## src/rtl/kara_ctrl_pkg.sv

```systemverilog
`default_nettype none

package kara_ctrl_pkg;

  typedef enum logic [3:0] {
    IDLE,
    SUM_A,
    SUM_B,
    WAIT_MUL,
    Z1_SUM,
    Z1_SUB,
    ASM_HI,
    ASM_LO,
    FINISH
  } kara_state_t;

  // Adder operand A
  localparam logic [1:0] ALU_A_AH  = 2'd0;
  localparam logic [1:0] ALU_A_BH  = 2'd1;
  localparam logic [1:0] ALU_A_MUL = 2'd2;
  localparam logic [1:0] ALU_A_RES = 2'd3;

  // Adder operand B
  localparam logic [1:0] ALU_B_AL  = 2'd0;
  localparam logic [1:0] ALU_B_BL  = 2'd1;
  localparam logic [1:0] ALU_B_ACC = 2'd2;
  localparam logic [1:0] ALU_B_Z0  = 2'd3;

  // Product feeding the A-side multiplier path
  localparam logic MUL_A1_KARA3 = 1'b0;
  localparam logic MUL_A1_Z2    = 1'b1;

endpackage

`default_nettype wire

```

## src/rtl/kara_width_pkg.sv

```systemverilog
`default_nettype none

package kara_width_pkg;

  // Operand split
  localparam int OP_W   = 34;
  localparam int HALF_W = OP_W / 2;

  // One half plus a carry bit, wide enough for a half sum
  localparam int MUL_W  = HALF_W + 1;
  localparam int PROD_W = 2 * MUL_W;

  // Full product and adder width
  localparam int RES_W  = 2 * OP_W;

  // Placement of z1 and z2 in the result
  localparam int SHIFT_LO = HALF_W;
  localparam int SHIFT_HI = OP_W;

  // Iteration counter of one 18-bit multiplier
  localparam int CNT_W = $clog2(MUL_W + 1);

  // Lookahead groups of the shared adder
  localparam int CLA_GRP_W = 4;
  localparam int CLA_GRPS  = RES_W / CLA_GRP_W;

endpackage

`default_nettype wire

```

## src/rtl/cla_adder.sv

```systemverilog
`timescale 1ns/1ps
`default_nettype none

module cla_adder
  import kara_width_pkg::*;
(
  input  logic [RES_W-1:0] a_i,
  input  logic [RES_W-1:0] b_i,
  input  logic             sub_i,
  output logic [RES_W-1:0] sum_o
);

  logic [RES_W-1:0]    b_eff;
  logic [RES_W-1:0]    g;
  logic [RES_W-1:0]    p;
  logic [CLA_GRPS-1:0] gc;

  // Two's complement subtract
  assign b_eff = sub_i ? ~b_i : b_i;
  assign g     = a_i & b_eff;
  assign p     = a_i ^ b_eff;
  assign gc[0] = sub_i;

  for (genvar k = 0; k < CLA_GRPS; k++) begin : g_grp
    logic [CLA_GRP_W-1:0] gg;
    logic [CLA_GRP_W-1:0] pp;
    logic [CLA_GRP_W-1:0] cc;

    assign gg    = g[k*CLA_GRP_W +: CLA_GRP_W];
    assign pp    = p[k*CLA_GRP_W +: CLA_GRP_W];
    assign cc[0] = gc[k];
    assign cc[1] = gg[0] | (pp[0] & cc[0]);
    assign cc[2] = gg[1] | (pp[1] & gg[0]) | (pp[1] & pp[0] & cc[0]);
    assign cc[3] = gg[2] | (pp[2] & gg[1]) | (pp[2] & pp[1] & gg[0])
                 | (pp[2] & pp[1] & pp[0] & cc[0]);

    assign sum_o[k*CLA_GRP_W +: CLA_GRP_W] = pp ^ cc;

    // Group carry ripples into the next group
    if (k < CLA_GRPS - 1) begin : g_cout
      assign gc[k+1] = gg[3] | (pp[3] & gg[2]) | (pp[3] & pp[2] & gg[1])
                     | (pp[3] & pp[2] & pp[1] & gg[0]) | ((&pp) & cc[0]);
    end
  end

endmodule

`default_nettype wire

```

## src/rtl/karatsuba_18b.sv

```systemverilog
`timescale 1ns/1ps
`default_nettype none

module karatsuba_18b
  import kara_width_pkg::*;
(
  input  logic              clk_i,
  input  logic              arst_n_i,
  input  logic              start_i,
  input  logic [MUL_W-1:0]  a_i,
  input  logic [MUL_W-1:0]  b_i,
  output logic [PROD_W-1:0] prod_o,
  output logic              done_o
);

  logic [PROD_W-1:0] mcand_q;
  logic [MUL_W-1:0]  mplier_q;
  logic [PROD_W-1:0] acc_q;
  logic              busy;
  logic              last;

  mul_step_counter i_step_cnt (
    .clk_i    (clk_i),
    .arst_n_i (arst_n_i),
    .start_i  (start_i),
    .busy_o   (busy),
    .last_o   (last)
  );

  always_ff @(posedge clk_i or negedge arst_n_i) begin
    if (!arst_n_i) begin
      mcand_q  <= '0;
      mplier_q <= '0;
      acc_q    <= '0;
      done_o   <= 1'b0;
    end else begin
      done_o <= last & ~start_i;
      if (start_i) begin
        mcand_q  <= {{(PROD_W-MUL_W){1'b0}}, a_i};
        mplier_q <= b_i;
        acc_q    <= '0;
      end else if (busy) begin
        // Shift-add, LSB of the multiplier first
        if (mplier_q[0]) begin
          acc_q <= acc_q + mcand_q;
        end
        mcand_q  <= mcand_q << 1;
        mplier_q <= mplier_q >> 1;
      end
    end
  end

  assign prod_o = acc_q;

endmodule

`default_nettype wire

```

## src/rtl/karatsuba_34b_ctrl.sv

```systemverilog
`timescale 1ns/1ps
`default_nettype none

module karatsuba_34b_ctrl
  import kara_ctrl_pkg::*;
(
  input  logic       clk_i,
  input  logic       arst_n_i,
  input  logic       start_i,
  input  logic       done1_i,
  input  logic       done2_i,
  input  logic       done3_i,
  output logic       busy_o,
  output logic       done_o,
  output logic       capture_o,
  output logic       start1_o,
  output logic       start2_o,
  output logic       start3_o,
  output logic       load_reg1_o,
  output logic       load_reg2_o,
  output logic       load_reg3_o,
  output logic [1:0] sel_alu_a_o,
  output logic [1:0] sel_alu_b_o,
  output logic       sel_alu_a1_o,
  output logic       shamt_o,
  output logic       sub_o
);

  kara_state_t state_q;
  kara_state_t state_d;
  logic        seen1_q;
  logic        seen2_q;
  logic        seen3_q;
  logic        all_done;

  assign capture_o = (state_q == IDLE) & start_i;
  assign busy_o    = (state_q != IDLE);
  assign done_o    = (state_q == FINISH);
  assign all_done  = seen1_q & seen2_q & seen3_q;

  always_ff @(posedge clk_i or negedge arst_n_i) begin
    if (!arst_n_i) begin
      state_q <= IDLE;
    end else begin
      state_q <= state_d;
    end
  end

  // Done pulses land in different cycles
  always_ff @(posedge clk_i or negedge arst_n_i) begin
    if (!arst_n_i) begin
      seen1_q <= 1'b0;
      seen2_q <= 1'b0;
      seen3_q <= 1'b0;
    end else if (capture_o) begin
      seen1_q <= 1'b0;
      seen2_q <= 1'b0;
      seen3_q <= 1'b0;
    end else begin
      seen1_q <= seen1_q | done1_i;
      seen2_q <= seen2_q | done2_i;
      seen3_q <= seen3_q | done3_i;
    end
  end

  always_comb begin
    case (state_q)
      IDLE:     state_d = start_i ? SUM_A : IDLE;
      SUM_A:    state_d = SUM_B;
      SUM_B:    state_d = WAIT_MUL;
      WAIT_MUL: state_d = all_done ? Z1_SUM : WAIT_MUL;
      Z1_SUM:   state_d = Z1_SUB;
      Z1_SUB:   state_d = ASM_HI;
      ASM_HI:   state_d = ASM_LO;
      ASM_LO:   state_d = FINISH;
      default:  state_d = IDLE;
    endcase
  end

  always_comb begin
    start1_o     = 1'b0;
    start2_o     = 1'b0;
    start3_o     = 1'b0;
    load_reg1_o  = 1'b0;
    load_reg2_o  = 1'b0;
    load_reg3_o  = 1'b0;
    sel_alu_a_o  = ALU_A_AH;
    sel_alu_b_o  = ALU_B_AL;
    sel_alu_a1_o = MUL_A1_Z2;
    shamt_o      = 1'b0;
    sub_o        = 1'b0;
    case (state_q)
      // aH+aL into reg2
      SUM_A: begin
        start1_o    = 1'b1;
        start2_o    = 1'b1;
        load_reg2_o = 1'b1;
      end
      SUM_B: begin
        sel_alu_a_o = ALU_A_BH;
        sel_alu_b_o = ALU_B_BL;
        start3_o    = 1'b1;
      end
      Z1_SUM: begin
        sel_alu_a_o = ALU_A_MUL;
        sel_alu_b_o = ALU_B_Z0;
        load_reg3_o = 1'b1;
      end
      // z1 = kara3 - (z2 + z0)
      Z1_SUB: begin
        sel_alu_a_o  = ALU_A_MUL;
        sel_alu_a1_o = MUL_A1_KARA3;
        sel_alu_b_o  = ALU_B_ACC;
        sub_o        = 1'b1;
        load_reg3_o  = 1'b1;
      end
      ASM_HI: begin
        sel_alu_a_o = ALU_A_MUL;
        sel_alu_b_o = ALU_B_ACC;
        shamt_o     = 1'b1;
        load_reg1_o = 1'b1;
        load_reg2_o = 1'b1;
      end
      ASM_LO: begin
        sel_alu_a_o = ALU_A_RES;
        sel_alu_b_o = ALU_B_Z0;
        load_reg1_o = 1'b1;
        load_reg2_o = 1'b1;
      end
      default: begin
      end
    endcase
  end

endmodule

`default_nettype wire

```

## src/rtl/karatsuba_34b_dp.sv

```systemverilog
`timescale 1ns/1ps
`default_nettype none

module karatsuba_34b_dp
  import kara_width_pkg::*;
  import kara_ctrl_pkg::*;
(
  input  logic             clk_i,
  input  logic             arst_n_i,
  input  logic [OP_W-1:0]  a_i,
  input  logic [OP_W-1:0]  b_i,
  input  logic             capture_i,
  input  logic             start1_i,
  input  logic             start2_i,
  input  logic             start3_i,
  input  logic             load_reg1_i,
  input  logic             load_reg2_i,
  input  logic             load_reg3_i,
  input  logic [1:0]       sel_alu_a_i,
  input  logic [1:0]       sel_alu_b_i,
  input  logic             sel_alu_a1_i,
  input  logic             shamt_i,
  input  logic             sub_i,
  output logic             done1_o,
  output logic             done2_o,
  output logic             done3_o,
  output logic [RES_W-1:0] product_o
);

  logic [OP_W-1:0]   a_q;
  logic [OP_W-1:0]   b_q;
  logic [HALF_W-1:0] a_hi;
  logic [HALF_W-1:0] a_lo;
  logic [HALF_W-1:0] b_hi;
  logic [HALF_W-1:0] b_lo;
  logic [PROD_W-1:0] z2;
  logic [PROD_W-1:0] z0;
  logic [PROD_W-1:0] kara3_p;
  logic [OP_W-1:0]   reg1_q;
  logic [OP_W-1:0]   reg2_q;
  logic [PROD_W-1:0] reg3_q;
  logic [PROD_W-1:0] mul_sel;
  logic [RES_W-1:0]  mul_term;
  logic [RES_W-1:0]  acc_term;
  logic [RES_W-1:0]  alu_a;
  logic [RES_W-1:0]  alu_b;
  logic [RES_W-1:0]  adder_sum;

  assign a_hi = a_q[OP_W-1:HALF_W];
  assign a_lo = a_q[HALF_W-1:0];
  assign b_hi = b_q[OP_W-1:HALF_W];
  assign b_lo = b_q[HALF_W-1:0];

  // z2 = aH * bH
  karatsuba_18b kara1 (
    .clk_i    (clk_i),
    .arst_n_i (arst_n_i),
    .start_i  (start1_i),
    .a_i      ({1'b0, a_hi}),
    .b_i      ({1'b0, b_hi}),
    .prod_o   (z2),
    .done_o   (done1_o)
  );

  // z0 = aL * bL
  karatsuba_18b kara2 (
    .clk_i    (clk_i),
    .arst_n_i (arst_n_i),
    .start_i  (start2_i),
    .a_i      ({1'b0, a_lo}),
    .b_i      ({1'b0, b_lo}),
    .prod_o   (z0),
    .done_o   (done2_o)
  );

  // Half sums: aH+aL from reg2, bH+bL straight off the adder
  karatsuba_18b kara3 (
    .clk_i    (clk_i),
    .arst_n_i (arst_n_i),
    .start_i  (start3_i),
    .a_i      (reg2_q[MUL_W-1:0]),
    .b_i      (adder_sum[MUL_W-1:0]),
    .prod_o   (kara3_p),
    .done_o   (done3_o)
  );

  assign mul_sel  = (sel_alu_a1_i == MUL_A1_Z2) ? z2 : kara3_p;
  assign mul_term = shamt_i ? RES_W'(mul_sel) << SHIFT_HI : RES_W'(mul_sel);
  assign acc_term = shamt_i ? RES_W'(reg3_q) << SHIFT_LO : RES_W'(reg3_q);

  always_comb begin
    case (sel_alu_a_i)
      ALU_A_AH:  alu_a = RES_W'(a_hi);
      ALU_A_BH:  alu_a = RES_W'(b_hi);
      ALU_A_MUL: alu_a = mul_term;
      ALU_A_RES: alu_a = {reg1_q, reg2_q};
      default:   alu_a = '0;
    endcase
  end

  always_comb begin
    case (sel_alu_b_i)
      ALU_B_AL:  alu_b = RES_W'(a_lo);
      ALU_B_BL:  alu_b = RES_W'(b_lo);
      ALU_B_ACC: alu_b = acc_term;
      ALU_B_Z0:  alu_b = RES_W'(z0);
      default:   alu_b = '0;
    endcase
  end

  cla_adder i_add (
    .a_i   (alu_a),
    .b_i   (alu_b),
    .sub_i (sub_i),
    .sum_o (adder_sum)
  );

  always_ff @(posedge clk_i or negedge arst_n_i) begin
    if (!arst_n_i) begin
      a_q <= '0;
      b_q <= '0;
    end else if (capture_i) begin
      a_q <= a_i;
      b_q <= b_i;
    end
  end

  // reg1:reg2 hold the result, reg3 holds z2+z0 and then z1
  always_ff @(posedge clk_i or negedge arst_n_i) begin
    if (!arst_n_i) begin
      reg1_q <= '0;
      reg2_q <= '0;
      reg3_q <= '0;
    end else begin
      if (load_reg1_i) begin
        reg1_q <= adder_sum[RES_W-1:OP_W];
      end
      if (load_reg2_i) begin
        reg2_q <= adder_sum[OP_W-1:0];
      end
      if (load_reg3_i) begin
        reg3_q <= adder_sum[PROD_W-1:0];
      end
    end
  end

  assign product_o = {reg1_q, reg2_q};

endmodule

`default_nettype wire

```

## src/rtl/karatsuba_34b_top.sv

```systemverilog
`timescale 1ns/1ps
`default_nettype none

module karatsuba_34b_top
  import kara_width_pkg::*;
(
  input  logic             clk_i,
  input  logic             arst_n_i,
  input  logic             start_i,
  input  logic [OP_W-1:0]  a_i,
  input  logic [OP_W-1:0]  b_i,
  output logic             busy_o,
  output logic             done_o,
  output logic [RES_W-1:0] product_o
);

  logic       capture;
  logic       start1;
  logic       start2;
  logic       start3;
  logic       load_reg1;
  logic       load_reg2;
  logic       load_reg3;
  logic [1:0] sel_alu_a;
  logic [1:0] sel_alu_b;
  logic       sel_alu_a1;
  logic       shamt;
  logic       sub;
  logic       done1;
  logic       done2;
  logic       done3;

  karatsuba_34b_ctrl i_ctrl (
    .clk_i        (clk_i),
    .arst_n_i     (arst_n_i),
    .start_i      (start_i),
    .done1_i      (done1),
    .done2_i      (done2),
    .done3_i      (done3),
    .busy_o       (busy_o),
    .done_o       (done_o),
    .capture_o    (capture),
    .start1_o     (start1),
    .start2_o     (start2),
    .start3_o     (start3),
    .load_reg1_o  (load_reg1),
    .load_reg2_o  (load_reg2),
    .load_reg3_o  (load_reg3),
    .sel_alu_a_o  (sel_alu_a),
    .sel_alu_b_o  (sel_alu_b),
    .sel_alu_a1_o (sel_alu_a1),
    .shamt_o      (shamt),
    .sub_o        (sub)
  );

  karatsuba_34b_dp i_dp (
    .clk_i        (clk_i),
    .arst_n_i     (arst_n_i),
    .a_i          (a_i),
    .b_i          (b_i),
    .capture_i    (capture),
    .start1_i     (start1),
    .start2_i     (start2),
    .start3_i     (start3),
    .load_reg1_i  (load_reg1),
    .load_reg2_i  (load_reg2),
    .load_reg3_i  (load_reg3),
    .sel_alu_a_i  (sel_alu_a),
    .sel_alu_b_i  (sel_alu_b),
    .sel_alu_a1_i (sel_alu_a1),
    .shamt_i      (shamt),
    .sub_i        (sub),
    .done1_o      (done1),
    .done2_o      (done2),
    .done3_o      (done3),
    .product_o    (product_o)
  );

endmodule

`default_nettype wire

```

## src/rtl/mul_step_counter.sv

```systemverilog
`timescale 1ns/1ps
`default_nettype none

module mul_step_counter
  import kara_width_pkg::*;
(
  input  logic clk_i,
  input  logic arst_n_i,
  input  logic start_i,
  output logic busy_o,
  output logic last_o
);

  logic [CNT_W-1:0] count_q;

  // One iteration per multiplier bit
  always_ff @(posedge clk_i or negedge arst_n_i) begin
    if (!arst_n_i) begin
      count_q <= '0;
    end else if (start_i) begin
      count_q <= CNT_W'(MUL_W);
    end else if (busy_o) begin
      count_q <= count_q - 1'b1;
    end
  end

  assign busy_o = (count_q != '0);
  assign last_o = (count_q == CNT_W'(1));

endmodule

`default_nettype wire

```

## config.mk

```make
export PLATFORM = sky130hd
export DESIGN_NAME = karatsuba_34b_top
export DESIGN_NICKNAME = d
export VERILOG_FILES = /design/src/rtl/kara_ctrl_pkg.sv /design/src/rtl/kara_width_pkg.sv /design/src/rtl/cla_adder.sv /design/src/rtl/karatsuba_18b.sv /design/src/rtl/karatsuba_34b_ctrl.sv /design/src/rtl/karatsuba_34b_dp.sv /design/src/rtl/karatsuba_34b_top.sv /design/src/rtl/mul_step_counter.sv
export SDC_FILE = /design/constraint.sdc
export NUM_CORES = 1
export LEC_CHECK = 0
export ABC_CLOCK_PERIOD_IN_PS = 5400
export BUFFER_PORTS_ARGS = -buffer_cell sky130_fd_sc_hd__clkbuf_2
export CAP_MARGIN = 40
export CORE_MARGIN = 3
export CORE_UTILIZATION = 30
export CTS_CLUSTER_SIZE = 12
export DETAILED_ROUTE_END_ITERATION = 10
export PLACE_DENSITY = 0.57
export SLEW_MARGIN = 20
export SYNTH_ARGS = -nofsm -noshare
export SYNTH_HDL_FRONTEND = slang
export SYNTH_SLANG_ARGS = --single-unit
```

## constraint.sdc

```tcl
create_clock -name clk_i -period 5.4 [get_ports clk_i]
set_clock_uncertainty 0.1 [all_clocks]
set_input_delay 0.27 -clock clk_i [delete_from_list [all_inputs] [get_ports clk_i]]
set_output_delay 0.27 -clock clk_i [all_outputs]
set_load 0.03 [all_outputs]
```

==> results of run 1 <==
==> placed cells by master, fill, tap and decap left out, drive strengths merged, types with 77 or more instances in the layout <==
| master | count |
|---|---|
| buf | 87 |
| nor2 | 234 |
| inv | 91 |
| o21ai | 231 |
| a31oi | 98 |
| a21oi | 314 |
| xnor2 | 95 |
| a21o | 77 |
| ha | 181 |
| clkbuf | 219 |
| dfrtp | 465 |
| nand2 | 754 |
==> power by group <==
part           internal (W)  total (W)  switching, W
sequential          0.00496    0.00703       0.00207
combinational       0.00488     0.0122       0.00728
clock               0.00262    0.00422       0.00160
==> metal layers <==
| layer | share of wire [%] | global-route usage (%) | vias to the layer above |
|---|---|---|---|
| met3 | 4.8 | 2.39 | 169 |
| met5 | 0 | 0 | - |
| met4 | 4.4 | 7.62 | 0 |
| met1 | 46 | 27.1 | 12086 |
| li1 | - | - | 12151 |
| met2 | 45 | 30.8 | 641 |
==> per-stage QoR <==
| step | worst slack, ns | hold WS [ns] | total power, W |
|---|---|---|---|
| 6_report | 0.329 | 0.127 | 0.0234 |
| 5_1_grt | 0.0505 | 0.200 | 0.0251 |
| 4_1_cts | 0.163 | 0.0882 | 0.0234 |
| 3_5_place_dp | 0.182 | 0.249 | 0.0191 |
| 3_3_place_gp | 0.153 | 0.250 | 0.0189 |
| 2_1_floorplan | 0.264 | -0.126 | 0.0149 |
==> flip-flops by register name, indices dropped and copies added, names as in the netlist, 18 cells and up <==
name	count
i_dp.kara2.mcand_q	36
i_dp.a_q	34
i_dp.reg2_q	34
i_dp.kara3.mcand_q	36
i_dp.kara3.prod_o	36
i_dp.kara1.prod_o	36
i_dp.kara3.mplier_q	18
i_dp.b_q	34
i_dp.kara2.prod_o	36
i_dp.reg1_q	34
i_dp.kara1.mcand_q	36
i_dp.reg3_q	36
==> cell type report <==
cell class | count | area (um^2) | area share (%)
Multi-Input combinational cell | 2645 | 16400 | 47.8
Antenna cell | 1 | 2.50 | 0.00732
Inverter | 88 | 330 | 0.966
Clock inverter | 22 | 384 | 1.12
Clock buffer | 80 | 1670 | 4.89
Tap cell | 1265 | 1580 | 4.63
Timing Repair Buffer | 295 | 2210 | 6.48
Sequential cell | 465 | 11600 | 34.1
==> cells by family (layout without fill, tap and decap cells) <==
group,count (synthesis),after routing
compound gates,923,923
xor+xnor,156,156
fa+ha+maj,200,200
buf+inv,270,485
flops,465,465
mux,135,135
other cells,0,1
simple gates,1231,1231
==> worst max path at each step <==
stage / startpoint / end / slack (ns) / depth (start not counted)
after CTS: i_ctrl.state_q[0] / i_dp.reg1_q[33] / 0.16 / 18
final: i_ctrl.state_q[0] / i_dp.reg1_q[33] / 0.33 / 18
after floorplan: i_ctrl.state_q[3] / i_dp.reg1_q[33] / 0.26 / 20
after global placement: i_ctrl.state_q[0] / i_dp.reg1_q[33] / 0.15 / 18
after detailed placement: i_ctrl.state_q[0] / i_dp.reg1_q[33] / 0.18 / 18
after global routing: i_ctrl.state_q[3] / i_dp.reg1_q[33] / 0.05 / 19
==> what timing repair did <==
item | 4_1_cts | 5_1_grt
endpoints found under the setup margin | 0 | 7
hold buffers | 69 | 0
hold endpoints to repair | 154 | 0
setup buffers | 0 | 7
gates resized for setup | 0 | 5
==> metrics, run 1 <==
final WL 98,100 um; Area contributors post-synth dfrtp_1 40%, nand2_1 9.8%, ha_1 7.8%; Core Util, Final 35.9%; synth cell count leaders 754 x nand2_1, 465 x dfrtp_1, 313 x a21oi_1; DRT Pass-1 Iters 5; unrepaired setup endpoints after global routing no; CP arrival 5.49 ns; Mapped Cells 3,380; placed cell area 31,300 um^2; Residual DRC 0; Worst Tran Pin Value 0.861 ns; vias post-DR 25,047; root buffer cell clkbuf_16; Max IR drop VDD 301 uV; total track usage 19.5%; area leader, netlist dfrtp_1; startpoint types flip-flop; count leader, synth nand2_1; worst-path cell chain nand3b_1 -> buf_4 -> o21ai_0 -> o211ai_1 -> o21a_1 -> ha_1 -> a21oi_1 -> o21ai_0 -> a221o_1 -> and3_1 -> o21ai_2 -> a2111oi_4 -> o22ai_2 -> o21ai_4 -> a211oi_4 -> o221ai_4 -> xor2_1 -> a221o_1; f_max 197 MHz; pin count of the biggest net entering global routing 144; total clock sinks 465; Crit Path Max Fanout 43; DR vias/cell 5.15; CTS tree built; Max Slew Vio Count 0; GRT Residual Overflow 0; final hold vios 0; Initial Util 30.4%; minimum clock period 5.07 ns; GPL Wtd Cong 0.937; row count 113; Max H-tree Level 2; Max-Cap Viols 0; Die ar. 100,000 um^2; hold crit path type primary input to asynchronous set/reset pin; synth warn 0; cell depth of the worst flop-to-flop path 18; Buf+Inv Stages, Crit Path 1; vias in the first global route 24,023; Final HPWL DP 73,500 um; Power Density 685 nW/um^2; Netlist cell types 75; crit path capture type flip-flop; Ports 141; max incr delay on CP 0.58 ns; layout cell share with drive strength beyond 1 12.1%; Final Cycle Share 93.9%; clock latency on the worst-skew pair 0.65 ns; Final Setup Violations 0; Seq/Total Area, Yosys 40.2%; adder-cell share of the synthesized area 9.15%; syn_nets 3,651; leakage 15.8 nW; Relative slew margins 42.4%; core area 95,300 um^2; Reg2Reg Setup Slack 0.33 ns; drt wl/cell 20.2 um; Synth Register Bits 465; initial antenna violation count 1; Clock Tree Buf Depth 3; nets@finish 3,822; most used flip-flop cell after synthesis dfrtp_1; Required @ worst endpoint 5.81 ns; kind of critical path flip-flop to flip-flop; die height 317 um; FF-to-FF Start i_ctrl.state_q[0]; mux share of post-synthesis cell area 5.07%; Die W 317 um; run status completed; XOR/XNOR Fraction of Synth Area 4.72%; main combinational cell family by area after synthesis compound AO/OA/AOI/OAI gates; antenna-violating nets left 0; TritonCTS buffer count 56; Synth Area in Compound Gates 19.4%; first-pass GRT wire length 150,000 um; First DRT Iteration DRCs 1,998; post-synth top area share 40.2%; fin area 34,200 um^2; Critical R2R Capture i_dp.reg1_q[33]; Post-synth EDFFs 0; Synth Area in Simple Gates 17.9%; CP top delay family compound AO/OA/AOI/OAI gates; synthesis-to-finish area growth 18.2%; synthesized area per cell 8.56 um^2; CP max stage cell dfrtp_4; Finished Layout Cells 4,861; PortBufs 140; async set-reset flop share out of synthesis 100%; setup_tns 0 ns; Reg clk slew, reported paths 0.06 ns; area of the mapped netlist 28,900 um^2; Filler Cells Inserted 9,801; Post-Place Cells 4,680
Power figures use the tool's default switching activity.
==> inputs of run 2 (changes only) <==
CORE_UTILIZATION = 38   (was 30)
PLACE_DENSITY = 0.67   (was 0.57)
==> run 2 against run 1 <==
  * Flip-flop and latch count did not move
  * Cell area fell by 2.1%
  * Total power fell by 2.4%
  * Non-clock buffer count fell by 4
  * Setup slack got worse by 0.097 ns
  * Fmax fell by 1.9%
  * Via count rose by 0.61%
  * Core utilization rose by 8.8 points
  * Hold slack got worse by 0.029 ns
  * Wire length fell by 6.1%
  * Global-route usage rose by 3.5 points
  * Critical path type unchanged
  * Critical endpoint is now i_dp.reg1_q[31]
  * Largest cell class unchanged
  * Highest routed layer is now met5
==> metrics, run 2 (synthesis gave the netlist of run 1 again) <==
DR vias/cell 5.53; final WL 92,100 um; kind of critical path flip-flop to flip-flop; leakage 15.6 nW; Final HPWL DP 68,400 um; synthesis-to-finish area growth 15.7%; Finished Layout Cells 4,557; TritonCTS buffer count 53; setup bufs post-CTS 0; Crit Path Max Fanout 18; final hold vios 0; Max-Cap Viols 0; GPL Wtd Cong 0.989; clock latency on the worst-skew pair 0.61 ns; commonest non-fill, non-tap cell in the layout nand2_1; Reg clk slew, reported paths 0.06 ns; run status completed; layout cell share with drive strength beyond 1 11.6%; Filler Cells Inserted 7,280; first-pass GRT wire length 142,000 um; commonest cells after routing, fill and taps aside 749 x nand2_1, 462 x dfrtp_1, 311 x a21oi_1, 234 x nor2_1, 224 x o21ai_0; Post-Place Cells 4,387; die height 282 um; Die ar. 79,500 um^2; Ports 141; GRT Residual Overflow 0; Relative slew margins 35.6%; Final Cycle Share 95.7%; pin count of the biggest net entering global routing 122; Max H-tree Level 2; startpoint types flip-flop; Required @ worst endpoint 5.75 ns; total track usage 22.9%; vias post-DR 25,199; Power Density 683 nW/um^2; Max IR drop VDD 347 uV; slack of the critical path 0.232 ns; nets@finish 3,816; DRT Pass-1 Iters 6; First DRT Iteration DRCs 2,319; PortBufs 140; unrepaired setup endpoints after global routing yes; initial antenna violation count 3; total clock sinks 465; Worst Tran Pin Value 0.966 ns; antenna-violating nets left 0; vias in the first global route 23,814; hold crit path type primary input to flip-flop; CTS tree built; root buffer cell clkbuf_16; CP arrival 5.52 ns; Max Slew Vio Count 0; Residual DRC 0; crit path capture type flip-flop; f_max 193 MHz; Design Power 0.0228 W; core area 74,900 um^2; Place WS -0.00218 ns; row count 100; Final Setup Violations 0; Clock Tree Buf Depth 3; drt wl/cell 20.2 um; Die W 282 um; Initial Util 38.6%; minimum clock period 5.17 ns
[run 2: changes by cell type in the layout (fill, tap and decap cells not counted), sizes merged]
cell / delta
bufinv: -5
inv: -2
buf: -5
clkinv: +1
diode: +4
clkbuf: -2
and4bb: +1
[run 2: per-stage QoR]
step                setup TNS (ns)  hold slack, ns  cell area (um^2)  util, %
finish                           0          0.0982             33500     44.6
global route               -0.0221           0.134             33400     44.6
CTS                              0          0.0539             33400     44.5
detailed placement        -0.00218           0.342             30900     41.3
global placement                 0           0.338             30800     41.1
floorplan                        0          -0.126             28900        -
[run 2: cell type report]
cell class	count	area, um^2	area share, %
multi-input cells	2646	16400	49.0
flip-flops and latches	465	11600	34.8
repair buffers	291	2140	6.39
clock buffers	77	1530	4.56
well taps	969	1210	3.62
inverters	88	330	0.987
clock inverters	16	218	0.651
diodes	5	12.5	0.0374
[run 2: what timing repair did]
| action | in CTS | in global routing |
|---|---|---|
| gates resized for setup | 1 | 6 |
| gates cloned | 0 | 1 |
| hold buffers | 69 | 0 |
| endpoints found under the hold margin | 182 | 0 |
| setup endpoints to repair | 1 | 19 |
| pin swaps | 1 | 2 |
[run 2: path summary, 6_finish.rpt]
check / endpoint / slack, ns / cells past startpoint / start
worst max-delay path: i_dp.reg1_q[31] / 0.23 / 20 / i_ctrl.state_q[3]
worst min-delay path: i_ctrl.state_q[0] / 0.1 / 5 / start_i
worst max register to register: i_dp.reg1_q[31] / 0.23 / 20 / i_ctrl.state_q[3]
worst min register to register: i_ctrl.seen1_q / 0.36 / 1 / i_dp.kara1.done_o
max in group asynchronous: i_dp.kara1.mcand_q[24] / 3.64 / 3 / arst_n_i
min in group asynchronous: i_dp.b_q[3] / 0.29 / 2 / arst_n_i
[run 2: power by group]
part	total, W	switching [W]	leakage (nW)	internal, W
sequential	0.00696	0.00200	5.89	0.00496
clock	0.00368	0.00149	0.855	0.00219
combinational	0.0122	0.00731	8.81	0.00489
total	0.0228	0.0108	15.6	0.0120
[run 2: critical path, stage by stage (launching register included)]
cell and delay [ns]:
dfrtp_1 0.41, buf_4 0.18, nor2_1 0.14, nand3b_1 0.21, buf_4 0.26, o21ai_0 0.19, a31oi_1 0.19, xnor2_1 0.17
ha_1 0.36, and3_1 0.19, a22oi_2 0.08, or4_4 0.60, a21oi_4 0.20, o21ai_2 0.13, a2111oi_4 0.41, o22ai_4 0.17
o21ai_4 0.24, a211oi_4 0.12, fa_1 0.44, xor2_1 0.13, o21ai_0 0.08
[run 2: per-layer routing]
metal  track usage, %  routed length [um]  vias up
met2             37.0               42100      780
met3             3.24                5800      142
met1             31.3               40400    12168
met5                0                  11        -
li1                 -                   -    12107
met4             8.68                3760        2
